**config.mk**
```make
export PLATFORM = sky130hd
export DESIGN_NAME = simd_upstream_intf
export DESIGN_NICKNAME = d
export VERILOG_FILES = /design/src/simd_upstream_pkg.sv /design/src/simd_lane_capture.sv /design/src/simd_upstream_intf.sv /design/src/upstream_fifo.sv /design/src/upstream_msg_framer.sv /design/src/upstream_out_pipe.sv
export SDC_FILE = /design/constraint.sdc
export NUM_CORES = 1
export LEC_CHECK = 0
export BUFFER_PORTS_ARGS = -buffer_cell sky130_fd_sc_hd__buf_2
export CORE_MARGIN = 8
export CORE_UTILIZATION = 35
export DETAILED_ROUTE_END_ITERATION = 8
export GPL_TIMING_DRIVEN = 0
export MAX_ROUTING_LAYER = met4
export PLACE_DENSITY = 0.62
export SYNTH_ARGS = -nofsm -noshare
export SYNTH_HDL_FRONTEND = slang
export SYNTH_SLANG_ARGS = --single-unit
```
**constraint.sdc**
```tcl
create_clock -name clk -period 17.3 [get_ports clk]
set_clock_uncertainty 0.15 [all_clocks]
set_input_delay 0.865 -clock clk [delete_from_list [all_inputs] [get_ports clk]]
set_output_delay 0.865 -clock clk [all_outputs]
set_load 0.05 [all_outputs]
```
**src/simd_upstream_pkg.sv**
```systemverilog
/*
  Shared widths, beat codes and framer states for the SIMD upstream interface.
  A bus beat is twice the lane width, so two lanes travel per beat.
  The FIFO word packs control, type, data and tag from the top bits down.
*/

`default_nettype none

package simd_upstream_pkg;

  // ----------------------------------------
  // Widths
  // ----------------------------------------
  localparam int LANE_W = 16;
  localparam int TAG_W  = 8;
  localparam int DATA_W = 32;
  localparam int CNTL_W = 2;
  localparam int TYPE_W = 2;
  localparam int WORD_W = CNTL_W + TYPE_W + DATA_W + TAG_W;

  typedef logic [LANE_W-1:0] lane_t;
  typedef logic [TAG_W-1:0]  tag_t;
  typedef logic [DATA_W-1:0] beat_data_t;
  typedef logic [CNTL_W-1:0] beat_cntl_t;
  typedef logic [TYPE_W-1:0] beat_type_t;
  typedef logic [WORD_W-1:0] beat_word_t;

  // ----------------------------------------
  // Beat position codes
  // ----------------------------------------
  // MOM is the idle code between start and end
  localparam beat_cntl_t CNTL_MOM = 2'b00;
  localparam beat_cntl_t CNTL_SOM = 2'b01;
  localparam beat_cntl_t CNTL_EOM = 2'b10;

  // Beat type, only the first beat of a message carries DATA
  localparam beat_type_t TYPE_NA   = 2'b00;
  localparam beat_type_t TYPE_DATA = 2'b01;

  // ----------------------------------------
  // Framer FSM
  // ----------------------------------------
  typedef enum logic [1:0] {
    WAIT     = 2'd0,
    SEND     = 2'd1,
    COMPLETE = 2'd2
  } framer_state_t;

endpackage

`default_nettype wire

```
**src/simd_lane_capture.sv**
```systemverilog
/*
  Registers the SIMD lane values and valids, one cycle from input to copy.
  The tag is only loaded while some lane valid is high, so it survives the
  valids dropping at the end of a message.
*/

`timescale 1ns/1ns
`default_nettype none

module simd_lane_capture #(
  parameter int NUM_LANES = 8
) (
  input  wire                         clk,
  input  wire                         rst,
  input  wire simd_upstream_pkg::lane_t lane_data [NUM_LANES],
  input  wire [NUM_LANES-1:0]         lane_valid,
  input  wire simd_upstream_pkg::tag_t tag,
  output simd_upstream_pkg::lane_t    cap_lanes [NUM_LANES],
  output simd_upstream_pkg::tag_t     cap_tag,
  output logic                        all_loaded
);

  // Registered copy of the lane valids
  logic [NUM_LANES-1:0] valid_q;

  // Lane values and valids, both cleared on reset
  always_ff @(posedge clk)
  begin
    if (rst)
    begin
      for (int i = 0; i < NUM_LANES; i++)
        cap_lanes[i] <= '0;
      valid_q <= '0;
    end
    else
    begin
      for (int i = 0; i < NUM_LANES; i++)
        cap_lanes[i] <= lane_data[i];
      valid_q <= lane_valid;
    end
  end

  // Tag follows the last cycle with any lane valid
  always_ff @(posedge clk)
  begin
    if (|lane_valid)
      cap_tag <= tag;
  end

  // Message is ready once every lane has been loaded
  assign all_loaded = &valid_q;

endmodule

`default_nettype wire

```
**src/simd_upstream_intf.sv**
```systemverilog
/*
  Upstream interface of a SIMD processing element, top level.
  Lane results are framed into beats, buffered and sent under valid/ready.
  Defaults give 8 lanes of 16 bits in 4 beats of 32 bits per message.
*/

`timescale 1ns/1ns
`default_nettype none

module simd_upstream_intf #(
  parameter int NUM_LANES   = 8,
  parameter int FIFO_DEPTH  = 8,
  parameter int AFULL_LEVEL = 6
) (
  input  wire                           clk,
  input  wire                           rst,
  // SIMD side
  input  wire simd_upstream_pkg::lane_t lane_data [NUM_LANES],
  input  wire [NUM_LANES-1:0]           lane_valid,
  input  wire simd_upstream_pkg::tag_t  tag,
  output logic                          regs_ready,
  output logic                          regs_complete,
  // Upstream bus
  output logic                          out_valid,
  output simd_upstream_pkg::beat_cntl_t out_cntl,
  output simd_upstream_pkg::beat_type_t out_type,
  output simd_upstream_pkg::beat_data_t out_data,
  output simd_upstream_pkg::tag_t       out_oob,
  input  wire                           out_ready
);

  import simd_upstream_pkg::*;

  // ----------------------------------------
  // Internal wiring
  // ----------------------------------------
  lane_t      cap_lanes [NUM_LANES];
  tag_t       cap_tag;
  logic       all_loaded;
  logic       wr_en;
  beat_word_t wr_word;
  logic       almost_full;
  beat_word_t rd_word;
  logic       empty;
  logic       rd_en;

  simd_lane_capture #(
    .NUM_LANES (NUM_LANES)
  ) i_simd_lane_capture (
    .clk        (clk),
    .rst        (rst),
    .lane_data  (lane_data),
    .lane_valid (lane_valid),
    .tag        (tag),
    .cap_lanes  (cap_lanes),
    .cap_tag    (cap_tag),
    .all_loaded (all_loaded)
  );

  upstream_msg_framer #(
    .NUM_LANES (NUM_LANES)
  ) i_upstream_msg_framer (
    .clk           (clk),
    .rst           (rst),
    .cap_lanes     (cap_lanes),
    .cap_tag       (cap_tag),
    .all_loaded    (all_loaded),
    .almost_full   (almost_full),
    .wr_en         (wr_en),
    .wr_word       (wr_word),
    .regs_ready    (regs_ready),
    .regs_complete (regs_complete)
  );

  upstream_fifo #(
    .FIFO_DEPTH  (FIFO_DEPTH),
    .AFULL_LEVEL (AFULL_LEVEL)
  ) i_upstream_fifo (
    .clk         (clk),
    .rst         (rst),
    .wr_en       (wr_en),
    .wr_word     (wr_word),
    .rd_en       (rd_en),
    .rd_word     (rd_word),
    .empty       (empty),
    .almost_full (almost_full)
  );

  // Pipe reads the FIFO and drives the bus
  upstream_out_pipe i_upstream_out_pipe (
    .clk       (clk),
    .rst       (rst),
    .rd_word   (rd_word),
    .empty     (empty),
    .out_ready (out_ready),
    .rd_en     (rd_en),
    .out_valid (out_valid),
    .out_cntl  (out_cntl),
    .out_type  (out_type),
    .out_data  (out_data),
    .out_oob   (out_oob)
  );

endmodule

`default_nettype wire

```
**src/upstream_fifo.sv**
```systemverilog
/*
  Synchronous FIFO of framed beats with a registered read port.
  A word written is readable from the next cycle; rd_word updates on rd_en.
  AFULL_LEVEL must leave room for the beat written while the flag settles.
*/

`timescale 1ns/1ns
`default_nettype none

module upstream_fifo #(
  parameter int FIFO_DEPTH  = 8,
  parameter int AFULL_LEVEL = 6
) (
  input  wire                                clk,
  input  wire                                rst,
  input  wire                                wr_en,
  input  wire simd_upstream_pkg::beat_word_t wr_word,
  input  wire                                rd_en,
  output simd_upstream_pkg::beat_word_t      rd_word,
  output logic                               empty,
  output logic                               almost_full
);

  import simd_upstream_pkg::*;

  localparam int PTR_W = (FIFO_DEPTH > 1) ? $clog2(FIFO_DEPTH) : 1;
  localparam int CNT_W = $clog2(FIFO_DEPTH + 1);
  localparam logic [PTR_W-1:0] LAST_PTR  = PTR_W'(FIFO_DEPTH - 1);
  localparam logic [CNT_W-1:0] FULL_CNT  = CNT_W'(FIFO_DEPTH);
  localparam logic [CNT_W-1:0] AFULL_CNT = CNT_W'(AFULL_LEVEL);

  beat_word_t       mem [FIFO_DEPTH];
  logic [PTR_W-1:0] wr_ptr;
  logic [PTR_W-1:0] rd_ptr;
  logic [CNT_W-1:0] count;
  logic             full;

  // ----------------------------------------
  // Storage
  // ----------------------------------------
  always_ff @(posedge clk)
  begin
    if (wr_en)
      mem[wr_ptr] <= wr_word;
    // Read register doubles as the first pipe stage
    if (rd_en)
      rd_word <= mem[rd_ptr];
  end

  // ----------------------------------------
  // Pointers and occupancy
  // ----------------------------------------
  always_ff @(posedge clk)
  begin
    if (rst)
    begin
      wr_ptr <= '0;
      rd_ptr <= '0;
      count  <= '0;
    end
    else
    begin
      // Explicit wrap, depth need not be a power of two
      if (wr_en)
        wr_ptr <= (wr_ptr == LAST_PTR) ? '0 : wr_ptr + 1'b1;
      if (rd_en)
        rd_ptr <= (rd_ptr == LAST_PTR) ? '0 : rd_ptr + 1'b1;
      case ({wr_en, rd_en})
        2'b10:   count <= count + 1'b1;
        2'b01:   count <= count - 1'b1;
        default: count <= count;
      endcase
    end
  end

  assign empty       = (count == '0);
  assign full        = (count == FULL_CNT);
  assign almost_full = (count >= AFULL_CNT);

  // Framer must back off on almost_full before the buffer overflows
  a_no_overflow: assert property (
    @(posedge clk) disable iff (rst) wr_en |-> !full
  );

  // Pipe may only pull when a word is present
  a_no_underflow: assert property (
    @(posedge clk) disable iff (rst) rd_en |-> !empty
  );

endmodule

`default_nettype wire

```
**src/upstream_msg_framer.sv**
```systemverilog
/*
  Cuts the captured lanes into bus beats, one message per capture.
  NUM_LANES must be a multiple of the lanes per beat, with at least two beats.
  Writing stops whenever the FIFO reports almost full; no beat is dropped.
  The SIMD must hold its valids until regs_complete is seen.
*/

`timescale 1ns/1ns
`default_nettype none

module upstream_msg_framer #(
  parameter int NUM_LANES = 8
) (
  input  wire                           clk,
  input  wire                           rst,
  input  wire simd_upstream_pkg::lane_t cap_lanes [NUM_LANES],
  input  wire simd_upstream_pkg::tag_t  cap_tag,
  input  wire                           all_loaded,
  input  wire                           almost_full,
  output logic                          wr_en,
  output simd_upstream_pkg::beat_word_t wr_word,
  output logic                          regs_ready,
  output logic                          regs_complete
);

  import simd_upstream_pkg::*;

  // ----------------------------------------
  // Beat geometry
  // ----------------------------------------
  localparam int LANES_PER_BEAT = DATA_W / LANE_W;
  localparam int NUM_BEATS      = NUM_LANES / LANES_PER_BEAT;
  localparam int CNT_W          = (NUM_BEATS > 1) ? $clog2(NUM_BEATS) : 1;
  localparam logic [CNT_W-1:0] LAST_BEAT = CNT_W'(NUM_BEATS - 1);

  framer_state_t    state;
  framer_state_t    state_nxt;
  logic [CNT_W-1:0] beat_cnt;
  logic             last_beat;
  beat_cntl_t       beat_cntl;
  beat_type_t       beat_type;
  beat_data_t       beat_data;

  assign last_beat = (beat_cnt == LAST_BEAT);

  // One beat per cycle while the FIFO has room
  // SOM goes out in the WAIT cycle itself
  assign wr_en = ((state == WAIT && all_loaded) || state == SEND) && !almost_full;

  // ----------------------------------------
  // FSM
  // ----------------------------------------
  always_comb
  begin
    state_nxt = state;
    case (state)
      WAIT:
        if (wr_en)
          state_nxt = SEND;
      SEND:
        if (wr_en && last_beat)
          state_nxt = COMPLETE;
      // Hold until the SIMD lowers its valids
      COMPLETE:
        if (!all_loaded)
          state_nxt = WAIT;
      default:
        state_nxt = WAIT;
    endcase
  end

  always_ff @(posedge clk)
  begin
    if (rst)
    begin
      state         <= WAIT;
      beat_cnt      <= '0;
      regs_ready    <= 1'b0;
      regs_complete <= 1'b0;
    end
    else
    begin
      state <= state_nxt;
      // Counter moves only on a write, wraps after EOM
      if (wr_en)
        beat_cnt <= last_beat ? '0 : beat_cnt + 1'b1;
      // Flags follow the next state so they change one cycle after the write
      regs_ready    <= (state_nxt == WAIT);
      regs_complete <= (state_nxt == COMPLETE);
    end
  end

  // ----------------------------------------
  // Beat contents
  // ----------------------------------------
  // Lower lane lands in the low half of the beat
  always_comb
  begin
    for (int i = 0; i < LANES_PER_BEAT; i++)
      beat_data[i*LANE_W +: LANE_W] = cap_lanes[int'(beat_cnt) * LANES_PER_BEAT + i];
  end

  assign beat_cntl = (beat_cnt == '0) ? CNTL_SOM :
                     last_beat        ? CNTL_EOM : CNTL_MOM;
  assign beat_type = (beat_cnt == '0) ? TYPE_DATA : TYPE_NA;

  // Tag rides on every beat as out-of-band data
  assign wr_word = {beat_cntl, beat_type, beat_data, cap_tag};

  // Guards against a corrupted state register
  a_state_legal: assert property (
    @(posedge clk) disable iff (rst)
    state inside {WAIT, SEND, COMPLETE}
  );

endmodule

`default_nettype wire

```
**src/upstream_out_pipe.sv**
```systemverilog
/*
  Two-stage drain from the FIFO onto the upstream bus.
  Stage one is the FIFO read register, stage two drives the bus.
  A beat moves when out_valid and out_ready are both high; outputs hold otherwise.
*/

`timescale 1ns/1ns
`default_nettype none

module upstream_out_pipe (
  input  wire                                clk,
  input  wire                                rst,
  input  wire simd_upstream_pkg::beat_word_t rd_word,
  input  wire                                empty,
  input  wire                                out_ready,
  output logic                               rd_en,
  output logic                               out_valid,
  output simd_upstream_pkg::beat_cntl_t      out_cntl,
  output simd_upstream_pkg::beat_type_t      out_type,
  output simd_upstream_pkg::beat_data_t      out_data,
  output simd_upstream_pkg::tag_t            out_oob
);

  import simd_upstream_pkg::*;

  logic       rd_valid;
  logic       rd_adv;
  logic       out_fire;
  beat_word_t out_word;

  // Bus accepts the current beat
  assign out_fire = out_valid && out_ready;
  // Read stage moves on when the bus stage is free or emptying
  assign rd_adv   = rd_valid && (!out_valid || out_fire);
  // Keep the pipe charged from the FIFO
  assign rd_en    = !empty && (!rd_valid || rd_adv);

  // ----------------------------------------
  // Stage valids
  // ----------------------------------------
  always_ff @(posedge clk)
  begin
    if (rst)
    begin
      rd_valid  <= 1'b0;
      out_valid <= 1'b0;
    end
    else
    begin
      if (rd_en)
        rd_valid <= 1'b1;
      else if (rd_adv)
        rd_valid <= 1'b0;

      if (rd_adv)
        out_valid <= 1'b1;
      else if (out_fire)
        out_valid <= 1'b0;
    end
  end

  // Output payload, loaded only when stage one hands over
  always_ff @(posedge clk)
  begin
    if (rd_adv)
      out_word <= rd_word;
  end

  assign {out_cntl, out_type, out_data, out_oob} = out_word;

  // A stalled beat must not change under the bus
  a_hold_on_stall: assert property (
    @(posedge clk) disable iff (rst)
    out_valid && !out_ready |=> out_valid && $stable(out_word)
  );

endmodule

`default_nettype wire
```
# Yosys cells after proc, flatten, opt, wreduce, memory -nomap -nowiden
# Memory sizes are Yosys's and may differ from the RTL's. A register that Yosys moved wholly into a read port is not among the register bits.
# Cells that the tools add are included.
[op_classes]
addsub = 6
n_lt_le_gt_ge = 3
n_eq_ne = 8
muxes = 23
bitwise_logic = 2
reduce_logical = 22
[ops]
columns = ["operator", "n"]
rows = [
  ["binary-select mux 16 bit (select 3 bit)", 2],
  ["greater-or-equal comparator 32 x 4 -> 1 bit, second input constant", 2],
  ["two-way mux 16 bit", 4],
  ["NOT 3 -> 32 bit", 1],
  ["NOT 32 bit", 1],
  ["two-way mux 2 bit", 6],
  ["equality test 2 bit, second input constant", 4],
  ["case mux 4 bit (2 select lines)", 1],
  ["AND reduction 8 bit", 1],
  ["OR reduction 8 bit", 1],
  ["two-way mux 1 bit", 7],
  ["adder 3 x 1 -> 3 bit, second input constant", 2],
  ["equality test 3 bit, second input constant", 2],
  ["logical AND 1 bit", 6],
  ["zero test 2 bit", 3],
  ["two-way mux 3 bit", 2],
  ["case mux 2 bit (3 select lines)", 1],
  ["nonzero test 2 bit", 3],
  ["adder 3 x 1 -> 4 bit, second input constant", 1],
  ["adder 4 x 1 -> 4 bit, second input constant", 1],
  ["equality test 2 x 1 -> 1 bit, second input constant", 2],
  ["greater-or-equal comparator 4 x 3 -> 1 bit, second input constant", 1],
  ["zero test 1 bit", 4],
  ["zero test 4 bit", 1],
  ["3 further kinds", 5],
]
[word_totals]
register_bits = 250
ramBits = 344
input_bits = 147
out_inout_bits = 47
wordCells = 86
n_memories = 1
[mem_list]
columns = ["name", "words", "word_bits", "read_ports", "rd_ports_with_merged_regs", "wr", "line_no", "rtl"]
rows = [
  ["i_upstream_fifo.mem", 8, 43, 1, 1, 1, "upstream_fifo.sv:32", "beat_word_t mem [FIFO_DEPTH];"],
]

# Depth between registers and ports, before layout
# Gate-level depths: netlist (run 1).
[logic_depth]
depth_word = 8
ltp_mapped = 12
ltp_nobuf = 11

# Modules after synthesis
# From an unflattened synthesis (run 1), not the netlist that was laid out.
[hier_totals]
cells_unflattened = 1059
area_unflattened_um2 = 22012.4
[modules_own_cells]
columns = ["module", "instances", "cells_each", "area_per_inst_um2", "seq_area_each_um2"]
rows = [
  ["upstream_fifo", 1, 622, 15466.1, 12091.6],
  ["simd_lane_capture", 1, 301, 3952.5, 2962.8],
  ["upstream_out_pipe", 1, 53, 1401.3, 1361.3],
  ["upstream_msg_framer", 1, 83, 1192.4, 120.1],
]

# Worst setup path after synthesis (run 1)
# Ideal clock, no wire load.
[synth_timing]
path_type = "register to register"
start = "register i_upstream_fifo.count[1]"
end = "memory i_upstream_fifo.mem[2][0] in the netlist's numbering (enable)"
setup_time_ns = 0.561
t_arrival_ns = 5.366
t_required_ns = 16.589
slack_ns = 11.223
path_stages_with_launch = 7
path_buffers = 1
period_less_slack_ns = 6.077
path_cell_list = "dfxtp_1 > buf_2 > a21oi_2 > nand2b_1 > nor2_1 > inv_2 > nor4b_1"
[synth_via]
elab_chain_cells = 5
[synth_rtl]
columns = ["element", "line_no", "rtl"]
rows = [
  ["start: declaration", "upstream_fifo.sv:35", "logic [CNT_W-1:0] count;"],
  ["start signal: assignment", "upstream_fifo.sv:69", "2'b10: count <= count + 1'b1;"],
  ["start signal: assignment", "upstream_fifo.sv:70", "2'b01: count <= count - 1'b1;"],
  ["start signal: assignment", "upstream_fifo.sv:71", "default: count <= count;"],
  ["greater-or-equal comparator 4 x 3 -> 1 bit", "upstream_fifo.sv:78", "assign almost_full = (count >= AFULL_CNT);"],
  ["zero test 1 bit", "upstream_msg_framer.sv:48", "assign wr_en = ((state == WAIT && all_loaded) || state == SEND) && !almost_full;"],
  ["logical AND 1 bit", "upstream_msg_framer.sv:48", ""],
  ["two-way mux 1 bit", "upstream_fifo.sv:43", "if (wr_en)"],
  ["two-way mux 1 bit (implied by the code)", "upstream_fifo.sv:44", "mem[wr_ptr] <= wr_word;"],
  ["end: declaration", "upstream_fifo.sv:32", ""],
]
# No other way between the ends.

# Worst setup path in the final report (run 1)
[layout_timing]
start = "register i_upstream_fifo.count[1]"
end = "memory i_upstream_fifo.mem[1][16] in the netlist's numbering (enable)"
# Same word-level chain as after synthesis.

==> impl_summary.txt, run 1 <==
----------------------------------------------------
[Floorplanning]
  Starting density of the core ... 35.1%
  Count of boundary I/O pins ... 194
  Horizontal extent of the die ... 261 um
  Chip Height ... 261 um
  Core Footprint ... 0.0599 mm^2
  Number of standard-cell rows in the floorplan ... 90
  Overall die area ... 0.0682 mm^2

[Layout]
  Most frequent standard cell in the layout excluding fill and tap cells ... sky130_fd_sc_hd__edfxtp_1
  Number of nets in the final layout ... 1478
  Highest-count cells in the layout ignoring fill and taps ... 428 x sky130_fd_sc_hd__edfxtp_1, 204 x sky130_fd_sc_hd__buf_2, 154 x sky130_fd_sc_hd__dfxtp_1
  Multi-input gate area in the final layout ... 0.00483 mm^2
  Fraction of layout instances using a drive strength above 1 ... 36.0%
  Register area ... 0.0159 mm^2
  Filler Cells Inserted ... 5258
  Signed area change from the synthesized netlist to the final layout ... 20.8%
  Ant. Diodes ... 0

[Route]
  DRC viols ... 0
  Number of vias per cell ... 4.66
  Detailed-route wire length per cell ... 20.6 um
  Detailed Routing Iterations Pass 1 ... 5
  Aggregate routed wire length ... 44.4 mm
  Final ANT Viol Nets ... 0
  Number of DRC markers after the initial detailed-route iteration ... 542
  Number of vias after detailed routing ... 10.0k

[Clock network]
  Clk Tree Root Cell ... sky130_fd_sc_hd__clkbuf_16
  TritonCTS buffer count ... 59
  Number of setup buffers added after CTS ... 0
  Number of buffers on the longest clock path ... 3
  Clock tree from TritonCTS ... done
  CTS HTree Levels ... 2
  Number of hold buffers added after cts ... 0
  # resized after CTS ... 0
  Clock transition at the registers of the reported paths ... 0.06 ns
  Clock insertion delay at the later pin of the skew report ... 0.63 ns
  CTS Sinks ... 582

[Critical path]
  Highest fanout seen on the critical path ... 8
  Endpoint required time on the critical path ... 17.45 ns
  Worst Setup Start Kind ... register
  WS Path Type ... register to register
  Arrival time of data at the critical path endpoint ... 3.22 ns
  Capturing element type of the critical path ... register
  Worst R2R Setup Slack ... 14.23 ns

[Placed design]
  Count of input and output buffers ... 192
  RePlAce Congestion ... 0.763
  Sum of net half-perimeters after detailed placement ... 32.3 mm

[Pwr]
  Pleak ... 8.86 nW
  Maximum resistive drop on vdd ... 0.0903 mV
  Power density relative to cell area ... 148 mW/mm^2

[STA]
  Slew Viols, Final ... 0
  Transition time at the pin with the least slew margin ... 0.961 ns
  RSZ-0062 raised after global routing ... false
  Portion of the clock cycle consumed by the worst path in the final layout ... 17.7%
  Final TNS setup ... 0 ns
  Hold_ws ... 0.267 ns
  Final min period ... 3.07 ns
  Final count of negative-setup-slack endpoints ... 0
  Final hold vios ... 0
  Max Clk Rate ... 326 MHz
  Worst slew margin ... 35.9%

[Synthesis]
  Post-synth EDFFs ... 428
  Post-synthesis cell area ... 0.0210 mm^2
  Async SR Flop Fraction ... 0%
  Synth area leader ... sky130_fd_sc_hd__edfxtp_1
  Ranking of synthesized cells by area ... sky130_fd_sc_hd__edfxtp_1 61%, sky130_fd_sc_hd__dfxtp_1 15%, sky130_fd_sc_hd__mux4_2 10%
  Syn_nets ... 1180
  Total of warnings raised by yosys ... 0
  #FFs+latches synth ... 582
  Gate Count Post-Synth ... 1024
  Sequential share of the synthesized area ... 75.8%
  Proportion of netlist area held by the largest area contributor ... 61.1%
  Synth unique cells ... 44
  Syn_area_per_cell ... 20.5 um^2
  Commonest register cell after synthesis ... sky130_fd_sc_hd__edfxtp_1

[Global route]
  Via count of the first global-routing pass ... 11.1k
  Largest net degree at the start of global routing ... 31
  Global route overflow ... 0
  All-layer global routing usage ... 13.4%
  Wire length of the first global-routing pass ... 66.8 mm
  Number of antenna violations at the first check in global routing ... 1

[Outcome]
  Outcome ... complete, no violations

[Flow run]
  Max-cap violations ... 0

[Worst hold path]
  HP Class ... register to register

----------------------------------------------------
==> path summary, 6_finish.rpt <==
check | startpoint | endpoint | depth (start not counted)
setup / recovery | i_upstream_fifo.count[1] | i_upstream_fifo.mem[1][16] | 9
hold / removal | i_upstream_fifo.rd_word[10] | i_upstream_out_pipe.out_word[10] | 0
setup reg to reg | i_upstream_fifo.count[1] | i_upstream_fifo.mem[1][16] | 9
hold reg to reg | i_upstream_fifo.rd_word[10] | i_upstream_out_pipe.out_word[10] | 0
==> cell families after synthesis <==
logic type / Yosys count / synth area share [%]
DFF: 582 / 75.8
and+or+nand+nor: 186 / 5.38
muxes: 162 / 15.9
buffers and inverters: 57 / 1.58
AOI/OAI and AO/OA: 24 / 0.696
adders and majority gates: 9 / 0.535
xor gates and xnor gates: 3 / 0.125
other: 1 / 0.0178
==> cell usage after synthesis (2+ instances only) <==
cell / count
sky130_fd_sc_hd__a21oi_1: 10
sky130_fd_sc_hd__buf_1: 7
sky130_fd_sc_hd__buf_12: 5
sky130_fd_sc_hd__buf_2: 12
sky130_fd_sc_hd__buf_4: 2
sky130_fd_sc_hd__clkbuf_1: 25
sky130_fd_sc_hd__clkbuf_4: 2
sky130_fd_sc_hd__dfxtp_1: 154
sky130_fd_sc_hd__edfxtp_1: 428
sky130_fd_sc_hd__ha_1: 9
sky130_fd_sc_hd__inv_1: 2
sky130_fd_sc_hd__mux2_2: 5
sky130_fd_sc_hd__mux2_4: 38
sky130_fd_sc_hd__mux2i_1: 3
sky130_fd_sc_hd__mux4_1: 20
sky130_fd_sc_hd__mux4_2: 96
sky130_fd_sc_hd__nand2_1: 4
sky130_fd_sc_hd__nand2b_1: 2
sky130_fd_sc_hd__nand3_1: 4
sky130_fd_sc_hd__nand3b_1: 2
sky130_fd_sc_hd__nand4_1: 2
sky130_fd_sc_hd__nand4b_1: 2
sky130_fd_sc_hd__nor2_1: 13
sky130_fd_sc_hd__nor2b_1: 141
sky130_fd_sc_hd__nor3_1: 5
sky130_fd_sc_hd__nor3b_1: 2
sky130_fd_sc_hd__nor4_1: 4
sky130_fd_sc_hd__nor4b_1: 2
sky130_fd_sc_hd__o21ai_0: 6
sky130_fd_sc_hd__xor2_1: 3
==> final cells by class <==
class | count | share of cell area [%]
Timing Repair Buffer | 237 | 5.65
Clock buffer | 72 | 6.09
Clock inverter | 38 | 1.34
Multi-Input combinational cell | 385 | 19.0
Buffer | 54 | 1.27
Tap cell | 782 | 3.85
Sequential cell | 582 | 62.7
Inverter | 3 | 0.0443
==> metrics by stage <==
| step | std cells | power, W | utilization [%] | instance area [um^2] | worst slack [ns] |
|---|---|---|---|---|---|
| floorplan | 1024 | 0.00234 | - | 21000 | 11.22 |
| global placement | 1998 | 0.00256 | 38.3 | 23000 | 6.70 |
| detailed placement | 2043 | 0.00258 | 39.2 | 23500 | 14.15 |
| CTS | 2153 | 0.00381 | 42.4 | 25400 | 14.21 |
| global route | 2153 | 0.00391 | 42.4 | 25400 | 14.03 |
| finish | 2153 | 0.00376 | 42.4 | 25400 | 14.23 |
==> routing by layer <==
| layer | track usage (%) | wire length (um) |
|---|---|---|
| met1 | 17.3 | 20000 |
| met2 | 21.3 | 21300 |
| met3 | 2.65 | 2140 |
| met4 | 4.29 | 1020 |
| met5 | - | 0 |
==> power breakdown <==
group | total, W | leakage, nW | internal, W | switching (W)
Clock | 0.00123 | 0.921 | 0.000709 | 0.000519
Sequential | 0.00171 | 5.23 | 0.00167 | 0.0000415
Combinational | 0.000818 | 2.71 | 0.000361 | 0.000457
==> worst max-delay path, cell delays in order, from the launching register on <==
cell                       delay (ns)
sky130_fd_sc_hd__dfxtp_1         0.29
sky130_fd_sc_hd__buf_2           0.16
sky130_fd_sc_hd__a21oi_2         0.21
sky130_fd_sc_hd__nand2b_1        0.16
sky130_fd_sc_hd__nor2_1          0.23
sky130_fd_sc_hd__inv_2           0.12
sky130_fd_sc_hd__nor4b_2         0.76
sky130_fd_sc_hd__buf_4           0.31
sky130_fd_sc_hd__buf_4           0.16
sky130_fd_sc_hd__buf_4           0.17
==> registers in the layout, summed over array words and instances (netlist names), 2 cells and up <==
register and flops:
i_upstream_fifo.rd_word 42, i_upstream_out_pipe.out_word 42, i_upstream_msg_framer.state 2, i_upstream_fifo.count 4, i_upstream_msg_framer.beat_cnt 2, i_upstream_fifo.wr_ptr 3, i_simd_lane_capture.cap_lanes 128, i_upstream_fifo.rd_ptr 3
i_simd_lane_capture.cap_tag 8, i_simd_lane_capture.valid_q 8, i_upstream_fifo.mem 336
Note: power is estimated with default switching activity, not from simulation.
==> run 2: changes to the inputs <==
Clock period 17.3 ns to 3.1 ns, I/O delays scaled along.
==> run 2 against run 1 <==
  * Maximum frequency rose by 4.8%
  * Clock power grew to 5.9 times the previous value
  * Cell count increased by 5.9%
  * Register-to-register slack lost 14 ns
  * Flip-flop and latch count stayed put
  * Core utilization up 2.7 points
  * Final area up 6.4%
  * Sequential share of layout area is 3.8 points lower
  * First-iteration DRC count is 1.5% lower
  * Critical path depth shrank 1
  * Combinational power grew to 5.8 times the previous value
  * Count of clock-buffer cells in the layout shrank 3
==> impl_summary.txt, run 2 (synthesis gave the netlist of run 1 again) <==
----------------------------------------------------
[Layout]
  Most frequent standard cell in the layout excluding fill and tap cells ... sky130_fd_sc_hd__edfxtp_1
  Share of the core filled with cells ... 45.1% (+2.7 points)
  Number of nets in the final layout ... 1607 (+8.7%)
  Signed area change from the synthesized netlist to the final layout ... 28.5%
  Largest register by flop count ... i_upstream_fifo.mem
  Fin area ... 0.0270 mm^2 (+6.4%)
  Biggest registers after layout ... i_upstream_fifo.mem (336), i_simd_lane_capture.cap_lanes (128)
  Highest-count cells in the layout ignoring fill and taps ... 428 x sky130_fd_sc_hd__edfxtp_1, 204 x sky130_fd_sc_hd__buf_2, 154 x sky130_fd_sc_hd__dfxtp_1
  Fraction of layout instances using a drive strength above 1 ... 32.0% (-4.1 points)
  Flip-flop count of the largest register after layout ... 336 (unchanged)

[Global route]
  Via count of the first global-routing pass ... 11.7k (+6.1%)
  Global route overflow ... 0 (unchanged)
  Largest net degree at the start of global routing ... 32 (+3.2%)
  Number of antenna violations at the first check in global routing ... 2 (+1)
  Wire length of the first global-routing pass ... 71.4 mm (+6.9%)
  All-layer global routing usage ... 14.4% (+0.93 points)

[Critical path]
  Arrival time of data at the critical path endpoint ... 3.09 ns (-0.13 ns)
  Ordered cell list for the critical path ... buf_2 > a21oi_2 > nor2b_1 > buf_2 > nand3_1 > nor3b_4 > buf_8 > buf_8
  Cell with the biggest individual delay on the critical path ... sky130_fd_sc_hd__nor3b_4
  Cell family with most CP delay ... simple AND/OR/NAND/NOR gates
  WS Path Type ... register to register
  Largest stage delay on the critical path ... 0.70 ns (-0.06 ns)
  Sum of buffers and inverters on the critical path ... 4 (-1)
  Highest fanout seen on the critical path ... 11 (+3)
  Capturing element type of the critical path ... register
  Worst Setup Start Kind ... register
  Endpoint required time on the critical path ... 3.26 ns (-14.19 ns)

[STA]
  Portion of the clock cycle consumed by the worst path in the final layout ... 94.4% (+77 points)
  RSZ-0062 raised after global routing ... false
  Slew Viols, Final ... 0 (unchanged)
  Hold_ws ... 0.142 ns (-0.125 ns)
  Transition time at the pin with the least slew margin ... 0.999 ns (+0.0381 ns)
  Final count of negative-setup-slack endpoints ... 0 (unchanged)
  Worst slew margin ... 33.4% (-2.5 points)
  Final min period ... 2.93 ns (-0.141 ns)
  Final hold vios ... 0 (unchanged)
  Max Clk Rate ... 342 MHz (+4.8%)

[Floorplanning]
  Chip Height ... 261 um (unchanged)
  Overall die area ... 0.0682 mm^2 (unchanged)
  Number of standard-cell rows in the floorplan ... 90 (unchanged)
  Starting density of the core ... 35.1% (unchanged)
  Horizontal extent of the die ... 261 um (unchanged)
  Core Footprint ... 0.0599 mm^2 (unchanged)
  Count of boundary I/O pins ... 194 (unchanged)

[Flow run]
  Max-cap violations ... 0 (unchanged)

[Clock network]
  Clock transition at the registers of the reported paths ... 0.06 ns (about the same)
  Number of setup buffers added after CTS ... 0 (unchanged)
  CTS HTree Levels ... 2 (unchanged)
  Clock insertion delay at the later pin of the skew report ... 0.61 ns (-0.02 ns)
  Number of hold buffers added after cts ... 148 (+148)
  # resized after CTS ... 0 (unchanged)
  Number of buffers on the longest clock path ... 3 (unchanged)
  CTS Sinks ... 582 (unchanged)
  Clock tree from TritonCTS ... done
  TritonCTS buffer count ... 57 (-3.4%)
  Clk Tree Root Cell ... sky130_fd_sc_hd__clkbuf_16

[Route]
  Aggregate routed wire length ... 47.8 mm (+7.5%)
  Number of vias after detailed routing ... 10.6k (+5.9%)
  Detailed Routing Iterations Pass 1 ... 5 (unchanged)
  Final ANT Viol Nets ... 0 (unchanged)
  Number of DRC markers after the initial detailed-route iteration ... 534 (-1.5%)
  Number of vias per cell ... 4.66 (about the same)
  DRC viols ... 0 (unchanged)
  Detailed-route wire length per cell ... 20.9 um (+1.5%)

[Outcome]
  Outcome ... complete, no violations

[Placed design]
  Sum of net half-perimeters after detailed placement ... 31.8 mm (-1.7%)
  Count of input and output buffers ... 192 (unchanged)
  Post-placement cell area ... 0.0235 mm^2 (+0.16%)
  RePlAce Congestion ... 0.764 (about the same)

[Pwr]
  Power density relative to cell area ... 800 mW/mm^2 (+440%)
  Pleak ... 9.46 nW (+6.7%)
  Maximum resistive drop on vdd ... 0.521 mV (+480%)
  Final Power ... 0.0216 W (+480%)

[Worst hold path]
  HP Class ... input port to register

----------------------------------------------------
run 2: cell types whose count changed in the layout (fill, tap and decap cells not counted), sizes merged, moves of 2 or more:
cell | before | now
bufinv | 5 | 12
dlygate4sd3 | 0 | 148
clkinv | 31 | 19
buf | 264 | 247
inv | 3 | 5
clkbuf | 99 | 96
clkinvlp | 2 | 4
run 2: stage by stage:
step           setup TNS [ns]  instances  setup slack (ns)
3_5_place_dp                0       2026             0.131
4_1_cts                     0       2280             0.134
3_3_place_gp          -449.62       1998             -1.99
5_1_grt                     0       2281            0.0126
6_report                    0       2281             0.172
2_1_floorplan          -19.56       1024            -0.298
run 2: worst paths after layout:
kind	from	end	slack (ns)	depth (start not counted)
setup / recovery	i_upstream_fifo.count[1]	i_upstream_fifo.mem[5][16]	0.17	8
hold / removal	tag[3]	i_simd_lane_capture.cap_tag[3]	0.14	2
setup reg to reg	i_upstream_fifo.count[1]	i_upstream_fifo.mem[5][16]	0.17	8
hold reg to reg	i_upstream_fifo.rd_word[20]	i_upstream_out_pipe.out_word[20]	0.27	0
run 2: worst reg2reg max path: stages, from the launching register on:
cell and delay [ns]:
sky130_fd_sc_hd__dfxtp_1 0.29, sky130_fd_sc_hd__buf_2 0.16, sky130_fd_sc_hd__a21oi_2 0.21, sky130_fd_sc_hd__nor2b_1 0.16, sky130_fd_sc_hd__buf_2 0.19, sky130_fd_sc_hd__nand3_1 0.35
sky130_fd_sc_hd__nor3b_4 0.70, sky130_fd_sc_hd__buf_8 0.25, sky130_fd_sc_hd__buf_8 0.17
run 2: final cells by class:
cell class	count	area [um^2]
Buffer	54	322
Fill cell	5111	32900
Antenna cell	1	2.50
Timing Repair Buffer	368	2900
Inverter	3	11.3
Multi-Input combinational cell	385	4880
Clock buffer	69	1480
Clock inverter	37	514
Tap cell	782	978
Sequential cell	582	15900
run 2: per-layer routing:
metal | vias up | part of all wire [%] | track usage, %
met5 | - | 0 | -
met4 | 0 | 2.6 | 4.86
met3 | 87 | 4.8 | 2.64
met2 | 299 | 49 | 23.6
met1 | 5379 | 43 | 17.9
li1 | 4865 | - | -
run 2: where the power goes:
group	internal (W)	switching [W]	leakage, nW	total (W)
registers	0.00932	0.000218	5.23	0.00954
logic	0.00214	0.00263	3.26	0.00477
clock network	0.00441	0.00290	0.959	0.00731
total	0.0159	0.00575	9.46	0.0216
==> run 3: changes to the inputs <==
Settings changed: CORE_ASPECT_RATIO from default to 1.25, TNS_END_PERCENT from default to 10.
==> run 3 against run 2 <==
  * Clock power shrank 15%
  * Maximum frequency grew 2.3%
  * Die area is essentially flat
  * Highest routed layer unchanged
==> impl_summary.txt, run 3 (synthesis gave the netlist of run 1 again) <==
----------------------------------------------------
[Clock network]
  Number of buffers on the longest clock path ... 3 (unchanged)
  CTS HTree Levels ... 2 (unchanged)
  Clock transition at the registers of the reported paths ... 0.06 ns (about the same)
  CTS Sinks ... 582 (unchanged)
  TritonCTS buffer count ... 52 (-8.8%)
  Clock tree from TritonCTS ... done
  Clk Tree Root Cell ... sky130_fd_sc_hd__clkbuf_16
  Clock insertion delay at the later pin of the skew report ... 0.58 ns (-0.03 ns)

[Pwr]
  Total internal power ... 0.0150 W (-5.7%)
  Proportion of total power due to net switching ... 27.1% (+0.54 points)
  Final Power ... 0.0205 W (-5.0%)
  Gate power share ... 23.0% (+0.9 points)
  Clock network power share ... 30.4% (-3.4 points)
  Maximum resistive drop on vdd ... 0.421 mV (-19%)
  Pleak ... 9.31 nW (-1.5%)
  Share of total power in sequential cells ... 46.6% (+2.5 points)
  Power density relative to cell area ... 770 mW/mm^2 (-3.7%)
  Switching pwr ... 0.00557 W (-3.0%)

[Layout]
  Flip-flop count of the largest register after layout ... 336 (unchanged)
  Signed area change from the synthesized netlist to the final layout ... 26.8%
  Most frequent standard cell in the layout excluding fill and tap cells ... sky130_fd_sc_hd__edfxtp_1
  Highest-count cells in the layout ignoring fill and taps ... 428 x sky130_fd_sc_hd__edfxtp_1, 204 x sky130_fd_sc_hd__buf_2, 154 x sky130_fd_sc_hd__dfxtp_1
  Number of nets in the final layout ... 1600 (-0.44%)
  Biggest registers after layout ... i_upstream_fifo.mem (336), i_simd_lane_capture.cap_lanes (128)
  Filler Cells Inserted ... 5070 (-0.80%)
  Largest register by flop count ... i_upstream_fifo.mem
  Fraction of layout instances using a drive strength above 1 ... 31.4% (-0.57 points)
  Share of the core filled with cells ... 44.8% (-0.34 points)

[Critical path]
  Endpoint required time on the critical path ... 3.22 ns (-0.04 ns)
  Largest stage delay on the critical path ... 0.63 ns (-0.07 ns)
  Crit Reg-Reg Endpoint ... i_upstream_fifo.mem[6][16]
  Capturing element type of the critical path ... register
  Arrival time of data at the critical path endpoint ... 2.99 ns (-0.10 ns)
  Worst Setup Start Kind ... register
  R2r startpoint ... i_upstream_fifo.count[1]
  R2R depth ... 8 (unchanged)
  Cell family with most CP delay ... simple AND/OR/NAND/NOR gates
  Worst R2R Setup Slack ... 0.24 ns (+0.06 ns)
  Cell with the biggest individual delay on the critical path ... sky130_fd_sc_hd__nor3b_4
  Highest fanout seen on the critical path ... 14 (+3)
  Sum of buffers and inverters on the critical path ... 4 (unchanged)
  Ordered cell list for the critical path ... buf_2 > a21oi_2 > nor2b_1 > buf_2 > nand3_1 > nor3b_4 > buf_8 > buf_8
  WS Path Type ... register to register

[Route]
  Aggregate routed wire length ... 47.7 mm (-0.16%)
  Detailed Routing Iterations Pass 1 ... 4 (-1)
  Number of vias after detailed routing ... 10.6k (-0.36%)
  Number of vias per cell ... 4.70 (+0.79%)
  DRC viols ... 0 (unchanged)
  Number of DRC markers after the initial detailed-route iteration ... 562 (+5.2%)
  Final ANT Viol Nets ... 0 (unchanged)
  Detailed-route wire length per cell ... 21.2 um (+0.99%)

[Global route]
  Largest net degree at the start of global routing ... 32 (unchanged)
  Number of antenna violations at the first check in global routing ... 3 (+1)
  Global route overflow ... 0 (unchanged)
  Wire length of the first global-routing pass ... 72.6 mm (+1.7%)
  All-layer global routing usage ... 14.2% (-0.13 points)
  Via count of the first global-routing pass ... 11.8k (+0.28%)

[STA]
  Transition time at the pin with the least slew margin ... 1.00 ns (+0.00546 ns)
  Final hold vios ... 0 (unchanged)
  Final TNS setup ... 0 ns (unchanged)
  Final count of negative-setup-slack endpoints ... 0 (unchanged)
  Max Clk Rate ... 349 MHz (+2.3%)
  Final min period ... 2.86 ns (-0.0650 ns)
  Slew Viols, Final ... 0 (unchanged)
  Portion of the clock cycle consumed by the worst path in the final layout ... 92.3% (-2.1 points)
  RSZ-0062 raised after global routing ... false
  Worst slew margin ... 33.0% (-0.36 points)
  Post-route setup slack ... 0.237 ns (+0.0650 ns)

[Floorplanning]
  Core Footprint ... 0.0596 mm^2 (-0.58%)
  Number of standard-cell rows in the floorplan ... 100 (+11%)
  Horizontal extent of the die ... 235 um (-9.9%)
  Chip Height ... 290 um (+11%)
  Overall die area ... 0.0682 mm^2 (about the same)
  Count of boundary I/O pins ... 194 (unchanged)
  Starting density of the core ... 35.3% (+0.21 points)

[Placed design]
  Count of input and output buffers ... 192 (unchanged)
  Sum of net half-perimeters after detailed placement ... 32.3 mm (+1.8%)
  Worst setup slack before clock tree synthesis ... 0.241 ns (+0.110 ns)
  RePlAce Congestion ... 0.782 (+2.4%)

[Worst hold path]
  Min-delay src ... tag[0]
  Min-Delay Endpoint ... i_simd_lane_capture.cap_tag[0]
  Hold path cells ... 2 (unchanged)
  HP Class ... input port to register

[Outcome]
  Outcome ... complete, no violations

[Flow run]
  Max-cap violations ... 0 (unchanged)

----------------------------------------------------
## run 3: cell count changes in the layout (fill, tap and decap cells not counted), moves of 2 or more
cell and delta:
sky130_fd_sc_hd__clkbuf_8 +2, sky130_fd_sc_hd__buf_6 -5, sky130_fd_sc_hd__clkbuf_1 +3, sky130_fd_sc_hd__clkinvlp_4 -3, sky130_fd_sc_hd__inv_1 +2, sky130_fd_sc_hd__diode_2 +2, sky130_fd_sc_hd__buf_8 +5, sky130_fd_sc_hd__bufinv_16 -9
sky130_fd_sc_hd__clkinv_2 +4, sky130_fd_sc_hd__inv_6 -2, sky130_fd_sc_hd__dlygate4sd3_1 -2, sky130_fd_sc_hd__clkbuf_16 -3
## run 3: routing by layer
metal	up-vias	wire, um	part of all wire (%)	global-route usage [%]
li1	4855	-	-	-
met1	5385	20300	42	17.3
met2	273	24600	52	24.6
met3	79	1710	3.6	1.97
met4	0	1110	2.3	4.04
met5	-	0	0	-
## run 3: cell type report
| type | instances | area, um^2 | area share (%) |
|---|---|---|---|
| inverter | 3 | 11.3 | 0.0422 |
| tap | 765 | 957 | 3.59 |
| multi-input combinational | 385 | 4880 | 18.3 |
| buffer | 54 | 322 | 1.21 |
| clock buffer | 71 | 1450 | 5.42 |
| clock inverter | 26 | 206 | 0.774 |
| antenna | 3 | 7.51 | 0.0281 |
| timing repair buffer | 366 | 2900 | 10.9 |
| sequential | 582 | 15900 | 59.8 |
## run 3: power groups by stage
stage / clock network (W) / registers (W) / logic [W]
global placement: 0 / 0.00975 / 0.00405
detailed placement: 0 / 0.00975 / 0.00471
floorplan: 0 / 0.0104 / 0.00266
finish: 0.00625 / 0.00956 / 0.00472
CTS: 0.00640 / 0.00958 / 0.00486
global route: 0.00669 / 0.00963 / 0.00508
## run 3: how the worst max path moves through the flow
stage	startpoint	endpoint	slack (ns)	depth (start not counted)
floorplan	i_upstream_fifo.count[1]	i_upstream_fifo.mem[1][0]	-0.87	6
global placement	i_upstream_fifo.count[1]	i_upstream_fifo.mem[1][17]	-3.53	6
detailed placement	i_upstream_fifo.count[1]	i_upstream_fifo.mem[6][17]	0.24	8
CTS	i_upstream_fifo.count[1]	i_upstream_fifo.mem[6][20]	0.20	8
global route	i_upstream_fifo.count[1]	i_upstream_fifo.mem[6][19]	0.006	8
finish	i_upstream_fifo.count[1]	i_upstream_fifo.mem[6][16]	0.24	8
## run 3: worst register-to-register path, stage by stage, from the launching register on
cell and delay, ns:
sky130_fd_sc_hd__dfxtp_1 0.29, sky130_fd_sc_hd__buf_2 0.16, sky130_fd_sc_hd__a21oi_2 0.22, sky130_fd_sc_hd__nor2b_1 0.15
sky130_fd_sc_hd__buf_2 0.18, sky130_fd_sc_hd__nand3_1 0.33, sky130_fd_sc_hd__nor3b_4 0.63, sky130_fd_sc_hd__buf_8 0.26
sky130_fd_sc_hd__buf_8 0.18
## run 3: per-stage QoR
step,instance area [um^2],hold slack [ns],std cells
6_report,26700,0.153,2255
5_1_grt,26700,0.151,2255
2_1_floorplan,21100,0.104,1024
3_3_place_gp,23000,0.191,1981
4_1_cts,26700,0.132,2252
3_5_place_dp,23500,0.193,2009
## run 3: timing repair
action                                 in CTS  in global routing
gates resized for setup                     0                  1
setup buffers                               0                  0
setup endpoints to repair                   0                 12
hold buffers                              146                  0
endpoints found under the hold margin     147                  0
